==> src/design/lsu_pkg.sv <==
package lsu_pkg;

    //////////////////////////////////////////////////
    // core side sizes
    //////////////////////////////////////////////////

    localparam int LSU_ADDR_W = 32;
    localparam int LSU_DATA_W = 32;
    localparam int LSU_STRB_W = LSU_DATA_W / 8;

    // loads first, stores after
    typedef enum logic [2:0] {
        OP_LB  = 3'd0,
        OP_LBU = 3'd1,
        OP_LH  = 3'd2,
        OP_LHU = 3'd3,
        OP_LW  = 3'd4,
        OP_SB  = 3'd5,
        OP_SH  = 3'd6,
        OP_SW  = 3'd7
    } lsu_op_e;

    //////////////////////////////////////////////////
    // request bundles
    //////////////////////////////////////////////////

    // held stable by the core until ready
    typedef struct packed {
        logic                  valid;
        lsu_op_e               op;
        logic [LSU_ADDR_W-1:0] addr;
        logic [LSU_DATA_W-1:0] wdata;
    } lsu_req_t;

    // word access after alignment
    typedef struct packed {
        logic                  valid;
        logic                  wr;
        logic [LSU_ADDR_W-1:0] addr;
        logic [LSU_DATA_W-1:0] wdata;
        logic [LSU_STRB_W-1:0] wstrb;
    } word_req_t;

endpackage

==> src/design/lsu_align.sv <==
`timescale 1ns/1ps

module lsu_align (
    input  lsu_pkg::lsu_req_t  core_req,
    output lsu_pkg::word_req_t word_req,
    input  logic               word_ready,
    input  logic [31:0]        word_rdata,
    output logic               ready,
    output logic [31:0]        rdata,
    output logic               misalign
);
    import lsu_pkg::*;

    // access width and direction
    logic                  is_byte;
    logic                  is_half;
    logic                  is_word;
    logic                  is_store;
    logic                  bad_align;
    // load lanes picked from the returned word
    logic [7:0]            ld_byte;
    logic [15:0]           ld_half;
    logic [LSU_STRB_W-1:0] strb;
    logic [LSU_DATA_W-1:0] lane_wdata;

    //////////////////////////////////////////////////
    // opcode decode
    //////////////////////////////////////////////////

    always_comb begin
        is_byte  = 1'b0;
        is_half  = 1'b0;
        is_word  = 1'b0;
        is_store = 1'b0;
        case (core_req.op)
            OP_LB, OP_LBU: is_byte = 1'b1;
            OP_LH, OP_LHU: is_half = 1'b1;
            OP_LW:         is_word = 1'b1;
            OP_SB: begin
                is_byte  = 1'b1;
                is_store = 1'b1;
            end
            OP_SH: begin
                is_half  = 1'b1;
                is_store = 1'b1;
            end
            default: begin
                is_word  = 1'b1;
                is_store = 1'b1;
            end
        endcase
    end

    // halfword on odd byte, word off a 4-byte boundary
    assign bad_align = (is_half && core_req.addr[0]) ||
                       (is_word && (core_req.addr[1:0] != 2'b00));

    //////////////////////////////////////////////////
    // strobes and store lanes
    //////////////////////////////////////////////////

    always_comb begin
        if (is_byte) begin
            strb       = LSU_STRB_W'(1) << core_req.addr[1:0];
            lane_wdata = {4{core_req.wdata[7:0]}};
        end else if (is_half) begin
            strb       = core_req.addr[1] ? 4'b1100 : 4'b0011;
            lane_wdata = {2{core_req.wdata[15:0]}};
        end else begin
            strb       = 4'b1111;
            lane_wdata = core_req.wdata;
        end
    end

    // misaligned requests never reach the controller
    assign word_req.valid = core_req.valid && !bad_align;
    assign word_req.wr    = is_store;
    assign word_req.addr  = {core_req.addr[LSU_ADDR_W-1:2], 2'b00};
    assign word_req.wdata = lane_wdata;
    assign word_req.wstrb = strb;

    //////////////////////////////////////////////////
    // load extraction
    //////////////////////////////////////////////////

    assign ld_byte = word_rdata[8*core_req.addr[1:0] +: 8];
    assign ld_half = core_req.addr[1] ? word_rdata[31:16] : word_rdata[15:0];

    always_comb begin
        case (core_req.op)
            OP_LB:   rdata = {{24{ld_byte[7]}}, ld_byte};
            OP_LBU:  rdata = {24'd0, ld_byte};
            OP_LH:   rdata = {{16{ld_half[15]}}, ld_half};
            OP_LHU:  rdata = {16'd0, ld_half};
            // stores leave rdata as don't-care
            default: rdata = word_rdata;
        endcase
    end

    // rejected in the same cycle
    assign misalign = core_req.valid && bad_align;
    assign ready    = misalign || word_ready;

endmodule

==> config.mk <==
export PLATFORM = sky130hd
export DESIGN_NAME = lsu_align
export DESIGN_NICKNAME = d
export VERILOG_FILES = /design/src/design/lsu_pkg.sv /design/src/design/lsu_align.sv
export SDC_FILE = /design/constraint.sdc
export NUM_CORES = 1
export LEC_CHECK = 0
export BUFFER_PORTS_ARGS = -buffer_cell sky130_fd_sc_hd__buf_2
export CAP_MARGIN = 20
export CORE_AREA = 2 2 80 82
export DETAILED_ROUTE_END_ITERATION = 16
export DIE_AREA = 0 0 82 84
export PLACE_DENSITY = 0.64
export SYNTH_ARGS = -nofsm -noshare
export SYNTH_HDL_FRONTEND = slang
export SYNTH_SLANG_ARGS = --single-unit
==> constraint.sdc <==
create_clock -name vclk -period 2
set_input_delay 0.3 -clock vclk [all_inputs]
set_output_delay 0.3 -clock vclk [all_outputs]
set_load 0.03 [all_outputs]
==> impl_metrics.tcl, run 1 <==
set metrics [dict create \
    status "finished clean" \
    tightest_slew_ns 0.545 \
    power.leakage_nw 1.12 \
    grt_pass1_wl_um 8280 \
    routedWlPerCell_um 13.9 \
    wl_um 5650 \
    num_rows 29 \
    rsz0062_at_grt "true" \
    setup_viol 0 \
    grt_pass1_vias 1837 \
    min_path_cells 0 \
    drc_errors 0 \
    grt_max_degree 21 \
    ios 205 \
    worst_hold_slack_ns 0.600 \
    fmax_mhz 504 \
    crit_required_ns 1.70 \
    nNetsFinal 433 \
    n_antenna_cell 0 \
    hold_viol 0 \
    critPathMaxFanout 16 \
    numPortBuffers 143 \
    final_common_cell "buf_2" \
    cts_setup_buffers 0 \
    startpoint_type "primary input" \
    syn_area_mm2 0.00146 \
    fp.dieW_um 82 \
    holdCritPathClass "in -> out" \
    seq_area_um2 0 \
    finalSetupTns_ns 0 \
    drive_gt1_frac 0.570 \
    period_share 0.992 \
    initial_core_util 0.240 \
    slew_headroom 0.636 \
    track_usage 0.148 \
    postSynthCellCount 222 \
    drt_iter0_drc 74 \
    die_area_mm2 0.00689 \
    nClkBuffers 0 \
    endpoint_kind "primary output" \
    synth_area_per_cell_um2 6.59 \
    die_h_um 84 \
    crit_arrival_ns 1.68 \
    yosysWarnings 0 \
    viasPerCell 4.73 \
    drtPass1Iterations 4 \
    drv_slew 0 \
    nFlopsAndLatches 0 \
    syn2layout_area_growth_pct 40.7 \
    dpl.hpwl_um 4820 \
    via_count 1927 \
    core-area_mm2 0.00610 \
    worstSetupPathType "in -> out" \
    p_per_area_mw_per_mm2 374 \
    overflow 0 \
    cap_violations 0 \
    ir_drop_uv 142 \
    layout_common_cells "buf_2, nor2_1, a21oi_1" \
    fin_crit_ns 1.98 \
    yosysUniqueCellTypes 33 \
    ys_seq_area_frac 0 \
    gp_congestion 0.710 \
    ant_nets 0 \
    grt_antenna_before_repair 0 \
]
## cells in the mapped netlist (2+ instances only)
cell type  instances  share of area
buf_4             41           0.21
o211ai_1           6          0.031
o21ai_1            2         0.0068
a21oi_2           10          0.060
mux2i_1           10          0.068
clkbuf_1           6          0.015
a221o_1            6          0.041
o21ai_0            7          0.024
nand2_1           12          0.031
nor2_1            22          0.056
a21oi_1           20          0.068
mux2_1             2          0.015
a31oi_1           10          0.043
buf_6              2          0.015
inv_1             18          0.046
and2_1             2         0.0085
buf_2              4          0.014
nand3_1            2         0.0068
mux2_2            14           0.11
nor3_1             2         0.0068
nor2b_1           12          0.051
## through the flow
stage,area (µm²),cells,total power [W],worst slack (ns),util
final,2060,407,0.000771,0.0156,0.338
after global routing,2060,407,0.000826,-0.0379,0.338
after CTS,2050,407,0.000772,0.0109,0.337
after detailed placement,2050,407,0.000769,0.0126,0.337
after global placement,2050,407,0.000762,0.0488,0.337
after floorplan,1470,223,0.000633,0.0175,-
## final timing paths
| check | end | slack [ns] | start |
|---|---|---|---|
| max | rdata[16] | 0.02 | core_req[32] |
| min | word_req[65] | 0.60 | core_req[61] |
## where the power goes
part / switching (W) / internal (W)
sequential: 0 / 0
clock: 0 / 0
combinational: 0.000500 / 0.000271
## layer usage
metal	track usage	wire length, µm
met2	0.307	2990
met4	0.0242	80
met1	0.155	2110
met3	0.0119	470
met5	0	0
## worst max-delay path: stages
cell	delay, ns
buf_2	0.13
mux4_2	0.56
a211oi_4	0.26
buf_12	0.19
a21oi_1	0.05
buf_2	0.18
## cell families after synthesis
logic type | after synthesis | synth area share
buffers and inverters | 73 | 0.306
AOI/OAI and AO/OA | 68 | 0.319
and+or+nand+nor | 53 | 0.166
other | 1 | 0.00256
muxes | 27 | 0.207
## timing repair
action / in CTS / in global routing
hold endpoints to repair: 0 / 0
gates resized for setup: 0 / 3
hold buffers: 0 / 0
endpoints found under the setup margin: 0 / 16
## final cells by class
type	instances	area [µm²]
fill	678	4040
inverter	19	71.3
multi-input combinational	150	1020
tap	77	96.3
timing repair buffer	161	870
(Power assumes the default switching activity.)
==> run 2: changes to the inputs <==
==> constraint.sdc (replaced) <==
create_clock -name vclk -period 2
set_input_delay 0.2 -clock vclk [all_inputs]
set_output_delay 0.2 -clock vclk [all_outputs]
set_load 0.05 [all_outputs]
==> run 2 against run 1 <==
  * Global-route usage is 0.48 points higher
  * Routed wire length rose by 7.2%
  * Final area rose by 1.2%
  * First-iteration DRC count shrank 2.7%
  * Critical path type unchanged
  * Critical path depth unchanged
==> impl_metrics.tcl, run 2 (synthesis results as in run 1) <==
set metrics [dict create \
    tightest_slew_ns 0.592 \
    power.leakage_nw 1.12 \
    placedCellCount 404 \
    num_rows 29 \
    numPortBuffers 143 \
    drive_gt1_frac 0.587 \
    die_area_mm2 0.00689 \
    cp_common_cell "buf_2" \
    initial_core_util 0.240 \
    nFlopsAndLatches 0 \
    die_h_um 84 \
    fmax_mhz 545 \
    routedWlPerCell_um 15.0 \
    cp-endpoint "rdata[20]" \
    fp.dieW_um 82 \
    drt_iter0_drc 72 \
    worstSetupPathType "in -> out" \
    startpoint_type "primary input" \
    path_cells "buf_2 -> mux4_2 -> a211oi_4 -> buf_12 -> a21oi_2 -> buf_2" \
    critPathMaxFanout 16 \
    cp_slowest_cell "mux4_2" \
    wl_um 6050 \
    status "finished clean" \
    core-area_mm2 0.00610 \
    n_antenna_cell 0 \
    max_stage_delay_ns 0.57 \
    hold_viol 0 \
    cp.buffers_inverters 3 \
    finalSetupTns_ns 0 \
    drv_slew 0 \
    power.total_w 0.000983 \
    final_common_cell "buf_2" \
    instances_no_fill 404 \
    syn2layout_area_growth_pct 42.3 \
    crit_start "core_req[32]" \
    ant_nets 0 \
    nNetsFinal 430 \
    cts_setup_buffers 0 \
    ir_drop_uv 180 \
    gp_congestion 0.786 \
    holdCritPathClass "in -> out" \
    nClkBuffers 0 \
    track_usage 0.153 \
    crit_arrival_ns 1.64 \
    crit_required_ns 1.80 \
    seq_area_um2 0 \
    n_fill_cell 659 \
    grt_antenna_before_repair 0 \
    endpoint_kind "primary output" \
    layout_setup_ws_ns 0.165 \
    period_share 0.918 \
    grt_max_degree 27 \
    crit_cells 6 \
    crit_family "multiplexers" \
    slew_headroom 0.603 \
    overflow 0 \
    worst_hold_slack_ns 0.400 \
    drc_errors 0 \
    fin_crit_ns 1.84 \
    ios 205 \
    cap_violations 0 \
    via_count 1925 \
    rsz0062_at_grt "false" \
    dpl.hpwl_um 5210 \
    setup_viol 0 \
    viasPerCell 4.76 \
    grt_pass1_wl_um 8360 \
    layout_common_cells "buf_2, nor2_1, inv_1" \
    p_per_area_mw_per_mm2 472 \
    drtPass1Iterations 4 \
    post-place-ws_ns -0.105 \
    grt_pass1_vias 1735 \
]
## run 2: through the flow
step / instance area (µm²) / utilization
5_1_grt: 2080 / 0.342
2_1_floorplan: 1490 / -
3_3_place_gp: 2080 / 0.341
6_report: 2080 / 0.342
4_1_cts: 2080 / 0.342
3_5_place_dp: 2080 / 0.341
## run 2: final cells by class
class / instances / area [µm²] / area share
inverter: 19 / 71.3 / 0.0342
multi-input combinational: 150 / 1050 / 0.504
tap: 77 / 96.3 / 0.0462
timing repair buffer: 158 / 866 / 0.416
## run 2: how the worst min path moves through the flow
stage,from,to,slack (ns),cells past startpoint
6_report,core_req[37],word_req[41],0.40,0
5_1_grt,core_req[47],word_req[51],0.40,0
4_1_cts,core_req[34],word_req[38],0.40,0
3_5_place_dp,core_req[34],word_req[38],0.40,0
3_3_place_gp,core_req[34],word_req[38],0.40,0
2_1_floorplan,core_req[6],word_req[10],0.57,1
## run 2: what timing repair did
action	CTS	global route
setup endpoints to repair	7	0
gates resized for setup	1	0
endpoints found under the hold margin	0	0
hold buffers	0	0
## run 2: report_power, final
| part | leakage, nW | internal (W) | switching (W) | total (W) |
|---|---|---|---|---|
| logic | 1.12 | 0.000275 | 0.000708 | 0.000983 |
| clock network | 0 | 0 | 0 | 0 |
| registers | 0 | 0 | 0 | 0 |
| total | 1.12 | 0.000275 | 0.000708 | 0.000983 |
## run 2: per-layer routing
layer  global-route usage  share of wire  vias to the layer above  wire length, µm
li1                     -              -                      942                -
met4              0.00303              0                        0                0
met2                0.338           0.54                      131             3290
met3               0.0292           0.11                        0              667
met1                0.141           0.35                      852             2100
met5                    0              0                        -                0
==> run 3: changes to the inputs <==
- ABC_AREA: default -> 1
- CORE_AREA: 2 2 80 82 -> default
- CORE_MARGIN: default -> 2
- CORE_UTILIZATION: default -> 25
- DIE_AREA: 0 0 82 84 -> default
- PLACE_DENSITY: 0.64 -> 0.65
==> run 3 against run 2 <==
  * Via count up 16%
  * Worst setup slack better by 0.085 ns
  * Synthesized cell count increased by 36%
  * Largest power group unchanged
  * Utilization increased by 0.98 points
  * Sequential cell count did not move
==> impl_metrics.tcl, run 3 <==
set metrics [dict create \
    status "finished clean" \
    syn2layout_area_growth_pct 33.7 \
    path_cells "buf_2 -> inv_1 -> nand2_1 -> nand2_1 -> nand2_1 -> nand2_1 -> nand2_2 -> nand3_1 -> buf_2" \
    drv_slew 0 \
    num_rows 27 \
    wl_met2_um 3010 \
    fmax_mhz 571 \
    seq_area_um2 0 \
    post-place-ws_ns 0.266 \
    multi_input_area_um2 960 \
    worst_hold_slack_ns 0.400 \
    met3_wirelength_um 663 \
    drt_iter0_drc 68 \
    synth_area_per_cell_um2 4.84 \
    postSynthCellCount 303 \
    ctsHoldBuffers 0 \
    ios 205 \
    die_h_um 80.6 \
    drive_gt1_frac 0.413 \
    drtPass1Iterations 4 \
    met1_length_um 2330 \
    final_common_cell "buf_2" \
    nNetsFinal 503 \
    synth_top_area_share 0.277 \
    final_util 0.352 \
    yosysUniqueCellTypes 18 \
    track_usage 0.172 \
    finalSetupTns_ns 0 \
    initial_core_util 0.263 \
    dpl.hpwl_um 5130 \
    syn_area_mm2 0.00147 \
    yosysWarnings 0 \
    numPortBuffers 143 \
    period_share 0.875 \
    crit_required_ns 1.80 \
    viasPerCell 4.74 \
    grt_max_degree 25 \
    worstSetupPathType "in -> out" \
    crit_family "simple AND/OR/NAND/NOR gates" \
    max_stage_delay_ns 0.34 \
    ys_seq_area_frac 0 \
    wl_um 6080 \
    critPathMaxFanout 24 \
    placedCellCount 472 \
    p_seq_frac 0 \
    hold_viol 0 \
    startpoint_type "primary input" \
    drc_errors 0 \
    combPwrFrac 1.000 \
    power.leakage_nw 1.33 \
    overflow 0 \
    p_per_area_mw_per_mm2 493 \
    synth.largest_area_cell "nand2_1" \
    p_switching_w 0.000736 \
    endpoint_kind "primary output" \
    setup_viol 0 \
    gp_congestion 0.876 \
    fp.dieW_um 80.6 \
    grt_pass1_vias 2016 \
    instances_no_fill 473 \
    grt_pass1_wl_um 9070 \
    via_count 2241 \
    grt_antenna_before_repair 1 \
    layout_setup_ws_ns 0.250 \
    synthTopCellsByArea "nand2_1, buf_4, nand3_1" \
    ys_top_cells_by_count "nand2_1, buf_4, nand3_1, inv_1, o21ai_1" \
    top_layer "met4" \
    rsz0062_at_grt "false" \
    fin_crit_ns 1.75 \
    crit_start "core_req[32]" \
    intPower_w 0.000231 \
    p_sw_frac 0.761 \
    cts_setup_buffers 0 \
    cts_resized 0 \
    cp_common_cell "nand2_1" \
    power_frac_clock 0 \
    cp.buffers_inverters 3 \
    ir_drop_uv 181 \
    routedWlPerCell_um 12.8 \
    crit_arrival_ns 1.55 \
    yosysMostFrequentCell "nand2_1" \
    nClkBuffers 0 \
    hold_start "core_req[35]" \
    nFlopsAndLatches 0 \
    cap_violations 0 \
    ant_nets 0 \
    cp_slowest_cell "nand2_2" \
    n_fill_cell 670 \
    layout_common_cells "buf_2, nand2_1, nand3_1" \
    holdCritPathClass "in -> out" \
    core-area_mm2 0.00557 \
    die_area_mm2 0.00649 \
]
run 3: changes by cell type in the layout (fill, tap and decap cells not counted), moves of 7 or more:
cell,delta
a31oi_1,-10
nor2_1,-15
mux2_2,-14
nor2b_1,-11
o21ai_1,+24
mux2i_1,-10
a21oi_2,-16
inv_1,+11
a21oi_1,-12
nand3_1,+40
or2_0,+7
nand2_1,+96
run 3: power by group through the flow:
stage | registers (W) | logic [W] | clock network (W)
finish | 0 | 0.000966 | 0.0000000000670
global route | 0 | 0.00103 | 0.0000000000669
CTS | 0 | 0.000971 | 0
detailed placement | 0 | 0.000969 | 0
global placement | 0 | 0.000967 | 0
floorplan | 0 | 0.000882 | 0
run 3: final timing paths:
check	endpoint	slack [ns]	depth (start not counted)
min	word_req[39]	0.40	0
max	rdata[26]	0.25	9
run 3: kinds of logic (layout without fill, tap and decap cells):
kind of cell	count (synthesis)	count (layout)	share of synthesized area
buffers and inverters	90	186	0.348
AO/OA/AOI/OAI	34	34	0.120
other	1	3	0.00256
AND/OR/NAND/NOR	178	178	0.530
run 3: metal layers:
layer,vias to the layer above,global-route usage
li1,1114,-
met1,968,0.193
met2,149,0.336
met3,10,0.0270
met4,0,0.0373
met5,-,0
run 3: layout make-up:
cell class,count,share of cell area
Timing Repair Buffer,151,0.396
Antenna cell,1,0.00128
Inverter,35,0.0670
Tap cell,72,0.0460
Multi-Input combinational cell,214,0.490
run 3: through the flow:
step	area (µm²)	power, W
global route	1960	0.00103
detailed placement	1960	0.000969
global placement	1960	0.000967
floorplan	1470	0.000882
finish	1960	0.000966
CTS	1960	0.000971
