## config.mk

```make
export PLATFORM = sky130hd
export DESIGN_NAME = dcache_bypass
export DESIGN_NICKNAME = d
export VERILOG_FILES = /design/src/design/lsu_pkg.sv /design/src/design/mem_bus_pkg.sv /design/src/design/dcache_bypass.sv
export SDC_FILE = /design/constraint.sdc
export NUM_CORES = 1
export LEC_CHECK = 0
export ABC_AREA = 1
export BUFFER_PORTS_ARGS = -buffer_cell sky130_fd_sc_hd__buf_2
export CAP_MARGIN = 40
export CORE_MARGIN = 8
export CORE_UTILIZATION = 29
export DETAILED_ROUTE_END_ITERATION = 12
export HOLD_SLACK_MARGIN = 0.15
export PLACE_DENSITY = 0.76
export SLEW_MARGIN = 5
export SYNTH_ARGS = -nofsm -noshare
export SYNTH_HDL_FRONTEND = slang
export SYNTH_SLANG_ARGS = --single-unit
```

## constraint.sdc

```tcl
create_clock -name clk -period 3.05 [get_ports clk]
set_clock_uncertainty 0.05 [all_clocks]
set_input_delay 0.4575 -clock clk [delete_from_list [all_inputs] [get_ports clk]]
set_output_delay 0.4575 -clock clk [all_outputs]
set_load 0.05 [all_outputs]
```

## src/design/lsu_pkg.sv

```systemverilog
package lsu_pkg;

    //////////////////////////////////////////////////
    // core side sizes
    //////////////////////////////////////////////////

    localparam int LSU_ADDR_W = 32;
    localparam int LSU_DATA_W = 32;
    localparam int LSU_STRB_W = LSU_DATA_W / 8;

    // loads first, stores after
    typedef enum logic [2:0] {
        OP_LB  = 3'd0,
        OP_LBU = 3'd1,
        OP_LH  = 3'd2,
        OP_LHU = 3'd3,
        OP_LW  = 3'd4,
        OP_SB  = 3'd5,
        OP_SH  = 3'd6,
        OP_SW  = 3'd7
    } lsu_op_e;

    //////////////////////////////////////////////////
    // request bundles
    //////////////////////////////////////////////////

    // held stable by the core until ready
    typedef struct packed {
        logic                  valid;
        lsu_op_e               op;
        logic [LSU_ADDR_W-1:0] addr;
        logic [LSU_DATA_W-1:0] wdata;
    } lsu_req_t;

    // word access after alignment
    typedef struct packed {
        logic                  valid;
        logic                  wr;
        logic [LSU_ADDR_W-1:0] addr;
        logic [LSU_DATA_W-1:0] wdata;
        logic [LSU_STRB_W-1:0] wstrb;
    } word_req_t;

endpackage

```

## src/design/mem_bus_pkg.sv

```systemverilog
package mem_bus_pkg;

    //////////////////////////////////////////////////
    // memory bus sizes
    //////////////////////////////////////////////////

    localparam int MEM_ADDR_W     = 32;
    localparam int MEM_DATA_W     = 32;
    localparam int MEM_STRB_W     = MEM_DATA_W / 8;

    // 256 words of on-chip data ram
    localparam int RAM_DEPTH_LOG2 = 8;
    localparam int RAM_DEPTH      = 1 << RAM_DEPTH_LOG2;

    // address acceptance to data_ok, in cycles
    localparam int RAM_READ_LAT   = 2;
    localparam int LAT_CNT_W      = $clog2(RAM_READ_LAT + 1);

    //////////////////////////////////////////////////
    // request and response bundles
    //////////////////////////////////////////////////

    typedef struct packed {
        logic                  req;
        logic                  wr;
        logic [MEM_ADDR_W-1:0] addr;
        logic [MEM_DATA_W-1:0] wdata;
        logic [MEM_STRB_W-1:0] wstrb;
    } mem_req_t;

    // addr_ok is the request accept, data_ok the read return
    typedef struct packed {
        logic                  addr_ok;
        logic                  data_ok;
        logic [MEM_DATA_W-1:0] rdata;
    } mem_rsp_t;

endpackage

```

## src/design/dcache_bypass.sv

```systemverilog
`timescale 1ns/1ps

module dcache_bypass (
    input  logic                  clk,
    input  logic                  rstn,
    input  lsu_pkg::word_req_t    word_req,
    output logic                  ready,
    output logic [31:0]           rdata,
    output mem_bus_pkg::mem_req_t mem_req,
    input  mem_bus_pkg::mem_rsp_t mem_rsp
);
    import mem_bus_pkg::*;

    typedef enum logic [1:0] {
        BYP_IDLE = 2'd0,
        BYP_REQ  = 2'd1,
        BYP_WAIT = 2'd2,
        BYP_DONE = 2'd3
    } byp_state_e;

    byp_state_e            state;
    byp_state_e            next_state;
    // word captured at data_ok
    logic [MEM_DATA_W-1:0] rdata_q;

    //////////////////////////////////////////////////
    // state sequence
    //////////////////////////////////////////////////

    always_ff @(posedge clk or negedge rstn) begin
        if (!rstn) begin
            state <= BYP_IDLE;
        end else begin
            state <= next_state;
        end
    end

    always_comb begin
        next_state = state;
        case (state)
            BYP_IDLE: begin
                // request goes out from idle, may be taken at once
                if (word_req.valid) begin
                    if (!mem_rsp.addr_ok) begin
                        next_state = BYP_REQ;
                    end else if (!word_req.wr) begin
                        next_state = BYP_WAIT;
                    end
                end
            end
            BYP_REQ: begin
                if (mem_rsp.addr_ok) begin
                    next_state = word_req.wr ? BYP_IDLE : BYP_WAIT;
                end
            end
            BYP_WAIT: begin
                if (mem_rsp.data_ok) begin
                    next_state = BYP_DONE;
                end
            end
            default: next_state = BYP_IDLE;
        endcase
    end

    //////////////////////////////////////////////////
    // handshake outputs
    //////////////////////////////////////////////////

    always_comb begin
        ready = 1'b0;
        case (state)
            BYP_IDLE: begin
                if (word_req.valid) begin
                    // write done on accept
                    ready = mem_rsp.addr_ok && word_req.wr;
                end else begin
                    ready = 1'b1;
                end
            end
            BYP_REQ: begin
                ready = mem_rsp.addr_ok && word_req.wr;
            end
            BYP_DONE: ready = 1'b1;
            default: ;
        endcase
    end

    // req from the idle cycle of a valid request until addr_ok
    assign mem_req.req   = (state == BYP_REQ) || (state == BYP_IDLE && word_req.valid);

    // whole words only, strobes pick the bytes
    assign mem_req.wr    = word_req.wr;
    assign mem_req.addr  = word_req.addr;
    assign mem_req.wdata = word_req.wdata;
    assign mem_req.wstrb = word_req.wstrb;

    // ram need not hold rdata past data_ok
    always_ff @(posedge clk) begin
        if (state == BYP_WAIT && mem_rsp.data_ok) begin
            rdata_q <= mem_rsp.rdata;
        end
    end

    assign rdata = rdata_q;

endmodule

```

==> results by group, run 1 <==
Critical path
  • Reg-to-Reg Start: state[1]$_DFFE_PN0P_
  • Critical path capture point type: output pin
  • Worst Reg-to-Reg Cells: 3
  • Crit path DAT: 1.32 ns
  • CP max-delay cell: dfrtp_1
  • Crit path depth: 4
  • Launch point of the worst path: state[0]$_DFFE_PN0P_
  • CP top delay family: flip-flops
  • Buf/Inv on CP: 2
  • Startpoint class of the critical path: flip-flop
  • Crit Path Class: flip-flop to output pin
  • Critical path, cell by cell: inv_2 > a21oi_2 > a21oi_1 > buf_2
  • Worst path max stage delay: 0.48 ns
  • CP required: 2.54 ns
  • Maximum fanout along the worst path: 8

GRT
  • Initial antenna violation count: 0
  • Largest net degree at the start of global routing: 33
  • Remaining global-route overflow: 0
  • Number of global-route vias before repair: 844
  • First-pass GRT wire length: 5.65 mm
  • Total GRT Usage: a little under a tenth

Clocking
  • Clock Root Buffer: clkbuf_8
  • Setup bufs post-CTS: 0
  • H-tree Lvls: 2
  • Clk Latency, worst-skew pair: 0.27 ns
  • Post-cts sizing count: 0
  • Clock transition at the registers of the reported paths: 0.07 ns
  • Post-CTS Hold Buffers: 1
  • Max Root-Sink Buffers: 2
  • # clock sinks: 34
  • TritonCTS Buffers: 5
  • CTS tree: yes

Detailed routing
  • Post-DR vias/cell: 3.99
  • WL met2: 1.96 mm
  • Metal1 wirelength: 1.02 mm
  • Remaining DRCs: 0
  • Top layer reached by signal wires: met4
  • ANT nets after route: 0
  • Total Routed Length: approximately 4.2 mm
  • Met3 WL post-DR: 997 µm
  • DR vias: 861
  • Wirelength per Cell: 19.5 µm
  • DR iter-0 viols: 26
  • First-pass iteration count of the detailed router: 4

Pwr
  • Sw Share: 35.6%
  • Flop pwr share: 39.9%
  • Tot Pwr: 0.00162 W
  • Power share of the combinational group: 30.6%
  • Maximum VDD drop: ~0.00037 V
  • PD cells: approximately 900 nW/µm²
  • Leakage: around 0.77 nW
  • Cell-internal power: ~0.0010 W
  • Clock share of power: 29.5%
  • P_sw: between 0.0005 and 0.0006 W

Worst hold path
  • WHS Path Cells: 1
  • Min-delay src: mem_rsp[2]
  • Hold WC Path Type: input pin to flip-flop

Timing
  • Setup Total Neg Slack: 0 ns
  • Final Max Tran Viols: 0
  • Slew at the pin closest to its max-slew limit: 0.370 ns
  • Final hold violation count: 0
  • Hold_ws: a little over 0.3 ns
  • Slew HR: 75.3%
  • Fmax: 548 MHz
  • Final worst path period share: 59.8%
  • Final setup vio count: 0
  • RSZ-0062 raised after global routing: false
  • Min Tclk post-route: 1.82 ns

Yosys
  • Yosys cell types: 15
  • Area share of the largest cell type after synthesis: 57.3%
  • Commonest cells post-synth: 69 x buf_4, 32 x edfxtp_1, 10 x nand2_1
  • Synthesis-stage register bit count: 34
  • Synth Instances: ~130
  • Syn Nets: approximately 240
  • Synth Cell Area: 1680 µm²
  • Top-count cell post-synth: buf_4
  • Synth area leader: edfxtp_1
  • Asr flop ratio synth: 5.88%
  • Top cells by area, synth: edfxtp_1 57%, buf_4 31%, dfrtp_1 3.0%
  • YS warnings: 0
  • Syn avg cell area: 12.7 µm²
  • Number of synthesized flops with an enable pin: 32
  • Synth Flop Type: edfxtp_1
  • Sequential share of the synthesized area: 60.3%

Floorplanning
  • FP Rows: 27
  • Die Wd: 92.1 µm
  • # IOs: 209
  • Core ar.: about 5500 µm²
  • Die height: 92.1 µm
  • Die area: 8480 µm²
  • Initial Utilization: 30.3%

Final layout
  • Footprint of the multi-input gates: 113 µm²
  • N_diodes: 0
  • FF/Latch Area: 1010 µm²
  • Area growth syn-to-layout: 5.22%
  • Fin nets: 249
  • Share of layout cells above drive strength 1: 60.4%
  • Fillers: 546

Run status
  • Status: finished clean

Flow run
  • Number of max-cap violations: 0

Placement
  • Number of port buffers: 72
  • Gpl congestion: 0.846
  • Hpwl dp: 3.74 mm
[power by group through the flow]
| stage | Clock, W | Combinational, W | Sequential [W] |
|---|---|---|---|
| floorplan | 0 | 0.000427 | 0.000852 |
| global placement | 0 | 0.000497 | 0.000652 |
| detailed placement | 0 | 0.000498 | 0.000657 |
| CTS | 0.000488 | 0.000500 | 0.000646 |
| global route | 0.000508 | 0.000525 | 0.000652 |
| finish | 0.000477 | 0.000494 | 0.000646 |
[cells in the final DEF, fill, tap and decap left out]
cell / count
buf_4: 1
inv_1: 3
a21oi_2: 1
dlygate4sd3_1: 1
inv_2: 2
edfxtp_1: 32
a21oi_1: 3
bufinv_8: 1
nor3_4: 1
buf_2: 72
o21ai_0: 1
clkinv_4: 1
nand2_2: 1
nor2_1: 1
dfrtp_1: 2
bufinv_16: 2
clkbuf_8: 5
nand3_1: 4
nand2_1: 10
[kinds of logic (layout without fill, tap and decap cells)]
family / Yosys count / in the layout / synth area share, %
flip-flops: 34 / 34 / 60.3
AO/OA/AOI/OAI: 5 / 5 / 1.71
AND/OR/NAND/NOR: 17 / 17 / 4.33
buffers and inverters: 76 / 88 / 33.7
[registers in the layout, summed over array words and instances (netlist names)]
| name | flops |
|---|---|
| state | 2 |
| rdata | 32 |
[metal layers]
layer / vias to the layer above / track usage [%]
met1: 348 / 5.92
met3: 27 / 8.80
li1: 385 / -
met2: 101 / 14.7
met5: - / 0
met4: 0 / 8.32
[worst reg2reg max path, cell delays in order, from the launching register on]
cell and delay (ns):
dfrtp_1 0.42, inv_2 0.11, nor3_4 0.15, buf_4 0.36
[cell type report]
cell class              count  share of cell area (%)
multi-input cells          22                    6.38
inverters                   6                    2.06
clock buffers               5                    3.90
clock inverters             3                    3.90
flip-flops and latches     34                    57.3
well taps                  72                    5.10
repair buffers             74                    21.4
[stage by stage]
stage | instance area [µm²] | cells | setup WS [ns] | util [%]
detailed placement | 1620 | 207 | 1.38 | 29.2
finish | 1770 | 216 | 1.23 | 31.9
floorplan | 1680 | 132 | 0.781 | -
CTS | 1770 | 216 | 1.21 | 31.9
global placement | 1620 | 207 | 1.39 | 29.2
global route | 1770 | 216 | 1.13 | 31.9
[path summary, 6_finish.rpt]
check / endpoint / slack (ns)
max: ready / 1.23
min: rdata[2]$_DFFE_PP_ / 0.31
max reg2reg: rdata[0]$_DFFE_PP_ / 1.61
min reg2reg: state[0]$_DFFE_PN0P_ / 0.64
max in group asynchronous: state[0]$_DFFE_PN0P_ / 2.40
min in group asynchronous: state[1]$_DFFE_PN0P_ / 0.45
(Power assumes the default switching activity.)
==> run 2: changes to the inputs <==
--- a/config.mk
+++ b/config.mk
@@ -9,10 +9,10 @@
 export BUFFER_PORTS_ARGS = -buffer_cell sky130_fd_sc_hd__buf_2
 export CAP_MARGIN = 40
 export CORE_MARGIN = 8
-export CORE_UTILIZATION = 29
+export CORE_UTILIZATION = 32
 export DETAILED_ROUTE_END_ITERATION = 12
 export HOLD_SLACK_MARGIN = 0.15
-export PLACE_DENSITY = 0.76
+export PLACE_DENSITY = 0.8
 export SLEW_MARGIN = 5
 export SYNTH_ARGS = -nofsm -noshare
 export SYNTH_HDL_FRONTEND = slang
==> constraint.sdc (replaced) <==
create_clock -name clk -period 1.8 [get_ports clk]
set_clock_uncertainty 0.05 [all_clocks]
set_input_delay 0.27 -clock clk [delete_from_list [all_inputs] [get_ports clk]]
set_output_delay 0.27 -clock clk [all_outputs]
set_load 0.05 [all_outputs]
==> results by group, run 2 (synthesized netlist as in run 1, its figures left out) <==
Floorplanning
  • Die area: roughly 8000 µm²
  • Core ar.: 5070 µm²
  • Initial Utilization: about a third
  • Die Wd: 88.4 µm
  • # IOs: 209
  • FP Rows: 26
  • Die height: roughly 90 µm

Detailed routing
  • First-pass iteration count of the detailed router: 5
  • DR vias: 1051
  • ANT nets after route: 0
  • Remaining DRCs: 0
  • Total Routed Length: 4.90 mm
  • Wirelength per Cell: 19.9 µm
  • Post-DR vias/cell: 4.27
  • DR iter-0 viols: 53

GRT
  • Number of global-route vias before repair: 1076
  • Initial antenna violation count: 0
  • Total GRT Usage: a little under an eighth
  • First-pass GRT wire length: roughly 6.3 mm
  • Largest net degree at the start of global routing: 33
  • Remaining global-route overflow: 0

Critical path
  • Worst path max stage delay: 0.52 ns
  • Critical path, cell by cell: inv_2 > a21oi_2 > buf_2
  • Crit path DAT: 1.35 ns
  • CP required: 1.48 ns
  • Crit Path Class: flip-flop to output pin
  • Maximum fanout along the worst path: 8
  • CP max-delay cell: dfrtp_1
  • Startpoint class of the critical path: flip-flop
  • Critical path capture point type: output pin

Final layout
  • Fin nets: approximately 280
  • N_diodes: 0
  • Most frequent cells in the layout: 72 x buf_2, 33 x dlygate4sd3_1, 32 x edfxtp_1
  • Area growth syn-to-layout: 22.0%
  • Most common cell after layout, fill and taps aside: buf_2
  • Fillers: 441
  • Max reg flops: 32
  • Share of layout cells above drive strength 1: 49.4%
  • Non-filler instance count after layout: 246

Placement
  • Cells after DPL: ~210
  • Gpl congestion: 0.698
  • Hpwl dp: 3.54 mm
  • Number of port buffers: 72
  • Place WS: 0.437 ns

Clocking
  • TritonCTS Buffers: 5
  • # clock sinks: 34
  • CTS tree: yes
  • Post-CTS Hold Buffers: 33
  • Post-cts sizing count: 0
  • Max Root-Sink Buffers: 2
  • Clock Root Buffer: clkbuf_8
  • H-tree Lvls: 2
  • Setup bufs post-CTS: 0
  • Clk Latency, worst-skew pair: 0.28 ns
  • Clock transition at the registers of the reported paths: roughly 0.060 ns

Run status
  • Status: finished clean

Timing
  • Slew at the pin closest to its max-slew limit: between 0.3 and 0.4 ns
  • Final worst path period share: between 90% and 100%
  • RSZ-0062 raised after global routing: false
  • Final setup vio count: 0
  • Final worst-path setup slack: 0.127 ns
  • Fmax: approximately 600 MHz
  • Final hold violation count: 0
  • Min Tclk post-route: 1.67 ns
  • Slew HR: slightly below 80%
  • Final Max Tran Viols: 0
  • Setup Total Neg Slack: 0 ns

Pwr
  • PD cells: approximately 1200 nW/µm²
  • Maximum VDD drop: 0.000523 V
  • Leakage: ~0.88 nW

Worst hold path
  • Hold WC Path Type: input pin to flip-flop

Flow run
  • Number of max-cap violations: 0
==> run 2: routing by layer <==
metal / track usage (%) / share of wire [%] / vias to the layer above
met5: 0 / 0 / -
met1: 7.94 / 26 / 454
met4: 9.06 / 5.3 / 0
met3: 8.91 / 21 / 29
li1: - / - / 453
met2: 19.7 / 48 / 115
==> run 2: report_power, final <==
group | internal [W] | total, W | switching (W)
registers | 0.00103 | 0.00110 | 0.0000673
logic | 0.000245 | 0.000936 | 0.000692
clock network | 0.000264 | 0.000523 | 0.000259
total | 0.00154 | 0.00255 | 0.00102
==> run 2: layout make-up <==
| class | instances | area (µm²) | area share [%] |
|---|---|---|---|
| repair buffers | 106 | 711 | 34.7 |
| inverters | 6 | 36.3 | 1.77 |
| clock inverters | 3 | 16.3 | 0.795 |
| clock buffers | 5 | 68.8 | 3.36 |
| flip-flops and latches | 34 | 1010 | 49.4 |
| well taps | 70 | 87.6 | 4.28 |
| multi-input cells | 22 | 116 | 5.68 |
==> run 2: path summary, 6_finish.rpt <==
kind	to	depth (start not counted)	start	slack (ns)
hold reg to reg	state[0]$_DFFE_PN0P_	3	state[1]$_DFFE_PN0P_	0.66
max in group asynchronous	state[0]$_DFFE_PN0P_	2	rstn	1.34
min in group asynchronous	state[1]$_DFFE_PN0P_	2	rstn	0.27
setup reg to reg	rdata[12]$_DFFE_PP_	2	state[0]$_DFFE_PN0P_	0.48
hold / removal	state[1]$_DFFE_PN0P_	4	mem_rsp[32]	0.26
setup / recovery	mem_req[69]	3	state[0]$_DFFE_PN0P_	0.13
==> run 2: critical path: cells and delay by family (launching register included) <==
family	cells	cell delay [ns]
flops	1	0.52
compound gates	1	0.17
buf+inv	2	0.39
==> run 2: stage by stage <==
stage | total power [W] | utilization (%) | hold slack, ns | instance area [µm²]
global route | 0.00266 | 40.3 | 0.257 | 2050
global placement | 0.00196 | 32.1 | 0.00806 | 1630
finish | 0.00255 | 40.3 | 0.264 | 2050
floorplan | 0.00218 | - | -0.0756 | 1690
detailed placement | 0.00198 | 32.1 | 0.00650 | 1630
CTS | 0.00255 | 40.3 | 0.250 | 2050
==> run 3: changes to the inputs <==
--- a/config.mk
+++ b/config.mk
@@ -6,13 +6,12 @@
 export NUM_CORES = 1
 export LEC_CHECK = 0
 export ABC_AREA = 1
-export BUFFER_PORTS_ARGS = -buffer_cell sky130_fd_sc_hd__buf_2
 export CAP_MARGIN = 40
-export CORE_MARGIN = 8
-export CORE_UTILIZATION = 32
+export CORE_AREA = 8 8 75 77
 export DETAILED_ROUTE_END_ITERATION = 12
+export DIE_AREA = 0 0 83 85
+export DONT_BUFFER_PORTS = 1
 export HOLD_SLACK_MARGIN = 0.15
-export PLACE_DENSITY = 0.8
 export SLEW_MARGIN = 5
 export SYNTH_ARGS = -nofsm -noshare
 export SYNTH_HDL_FRONTEND = slang
==> results by group, run 3 (synthesized netlist as in run 1, its figures left out) <==
Detailed routing
  • Remaining DRCs: 0
  • DR iter-0 viols: 32
  • ANT nets after route: 0
  • Wirelength per Cell: between 20 and 25 µm
  • First-pass iteration count of the detailed router: 4
  • DR vias: 792
  • Post-DR vias/cell: a little under 5
  • Total Routed Length: 4.00 mm

Timing
  • RSZ-0062 raised after global routing: false
  • Final hold violation count: 0
  • Final worst path period share: between 90 and 100%
  • Final worst-path setup slack: 0.148 ns
  • Slew at the pin closest to its max-slew limit: approximately 0.49 ns
  • Final setup vio count: 0
  • Slew HR: 67.1%
  • Final Max Tran Viols: 0
  • Setup Total Neg Slack: 0 ns
  • Min Tclk post-route: around 1.7 ns
  • Fmax: 605 MHz

Pwr
  • PD cells: 1440 nW/µm²
  • Maximum VDD drop: between 0.001 and 0.0015 V
  • Leakage: 0.615 nW

Critical path
  • CP max-delay cell: dfrtp_1
  • Reg-to-Reg Start: state[1]$_DFFE_PN0P_
  • Startpoint class of the critical path: flip-flop
  • Crit path DAT: 1.33 ns
  • Crit Path Class: flip-flop to output pin
  • Maximum fanout along the worst path: 8
  • CP top delay family: flip-flops
  • Buf/Inv on CP: 2
  • Cell mode on critical path: a21oi_2
  • FF-to-FF End: rdata[16]$_DFFE_PP_
  • Worst Reg-to-Reg Cells: 3
  • Critical path capture point type: output pin
  • Launch point of the worst path: state[0]$_DFFE_PN0P_
  • CP required: between 1 and 1.5 ns
  • Slack of the worst reg-to-reg path: 0.46 ns
  • Worst path max stage delay: between 0.5 and 0.6 ns
  • Critical path, cell by cell: inv_2 > a21oi_2 > a21oi_2 > buf_4

Final layout
  • N_diodes: 0
  • Share of layout cells above drive strength 1: approximately 15%
  • Max reg flops: 32
  • Fin nets: approximately 210
  • Area growth syn-to-layout: 0.969%
  • Most frequent cells in the layout: 34 x dlygate4sd3_1, 32 x edfxtp_1, 10 x nand2_1
  • Final core utilization: between 30% and 40%
  • Most common cell after layout, fill and taps aside: dlygate4sd3_1

Floorplanning
  • Die Wd: roughly 83 µm
  • # IOs: about 210
  • Die height: 85 µm
  • Die area: 7060 µm²
  • Initial Utilization: 37.0%
  • Core ar.: 4540 µm²
  • FP Rows: 25

Clocking
  • # clock sinks: 34
  • TritonCTS Buffers: 5
  • Max Root-Sink Buffers: 2
  • Clk Latency, worst-skew pair: 0.27 ns
  • H-tree Lvls: 2
  • Setup bufs post-CTS: 0
  • Clock Root Buffer: clkbuf_8
  • Post-cts sizing count: 0
  • Post-CTS Hold Buffers: 34
  • Clock transition at the registers of the reported paths: ~0.06 ns
  • CTS tree: yes

Placement
  • Hpwl dp: 3.25 mm
  • Gpl congestion: ~0.65
  • Place WS: approximately 0.46 ns
  • Number of port buffers: 0

Run status
  • Status: finished clean

GRT
  • First-pass GRT wire length: around 5.7 mm
  • Largest net degree at the start of global routing: 28
  • Initial antenna violation count: 0
  • Total GRT Usage: 10.6%
  • Remaining global-route overflow: 0
  • Number of global-route vias before repair: 901

Flow run
  • Number of max-cap violations: 0

Worst hold path
  • Hold WC Path Type: input pin to asynchronous set/reset pin
-- run 3: changes by cell type in the layout (fill, tap and decap cells not counted), sizes merged --
| cell | before | now |
|---|---|---|
| buf | 73 | 4 |
| clkinv | 2 | 3 |
| clkinvlp | 1 | 0 |
| dlygate4sd3 | 33 | 34 |
-- run 3: worst max-delay path by stage --
stage,to,cells past startpoint
after floorplan,rdata[0]$_DFFE_PP_,2
after global placement,rdata[7]$_DFFE_PP_,2
after detailed placement,ready,4
after CTS,ready,4
after global routing,ready,4
final,ready,4
-- run 3: final cells by class --
type	count	area [µm²]
Tap cell	54	67.6
Inverter	6	36.3
Clock inverter	3	11.3
Sequential cell	34	1010
Clock buffer	5	68.8
Multi-Input combinational cell	22	116
Fill cell	406	2840
Timing Repair Buffer	38	383
-- run 3: power breakdown --
group / switching, W / internal (W)
Combinational: 0.000298 / 0.000176
Sequential: 0.000433 / 0.00104
Clock: 0.000244 / 0.000258
Total: 0.000975 / 0.00147
-- run 3: per-layer routing --
metal | part of all wire, % | routed length [µm] | GRT usage, %
met5 | 0 | 0 | 0
met4 | 2.3 | 93 | 5.59
met2 | 50 | 1990 | 16.9
met1 | 26 | 1030 | 6.99
met3 | 22 | 894 | 12.6
-- run 3: metrics by stage --
step                instances  power [W]  instance area, µm²  hold slack (ns)
CTS                       162    0.00248                1690            0.155
global route              162    0.00256                1690            0.155
detailed placement        120    0.00191                1270          -0.0755
floorplan                 132    0.00218                1690          -0.0756
global placement          120    0.00187                1270          -0.0755
finish                    162    0.00245                1690            0.169
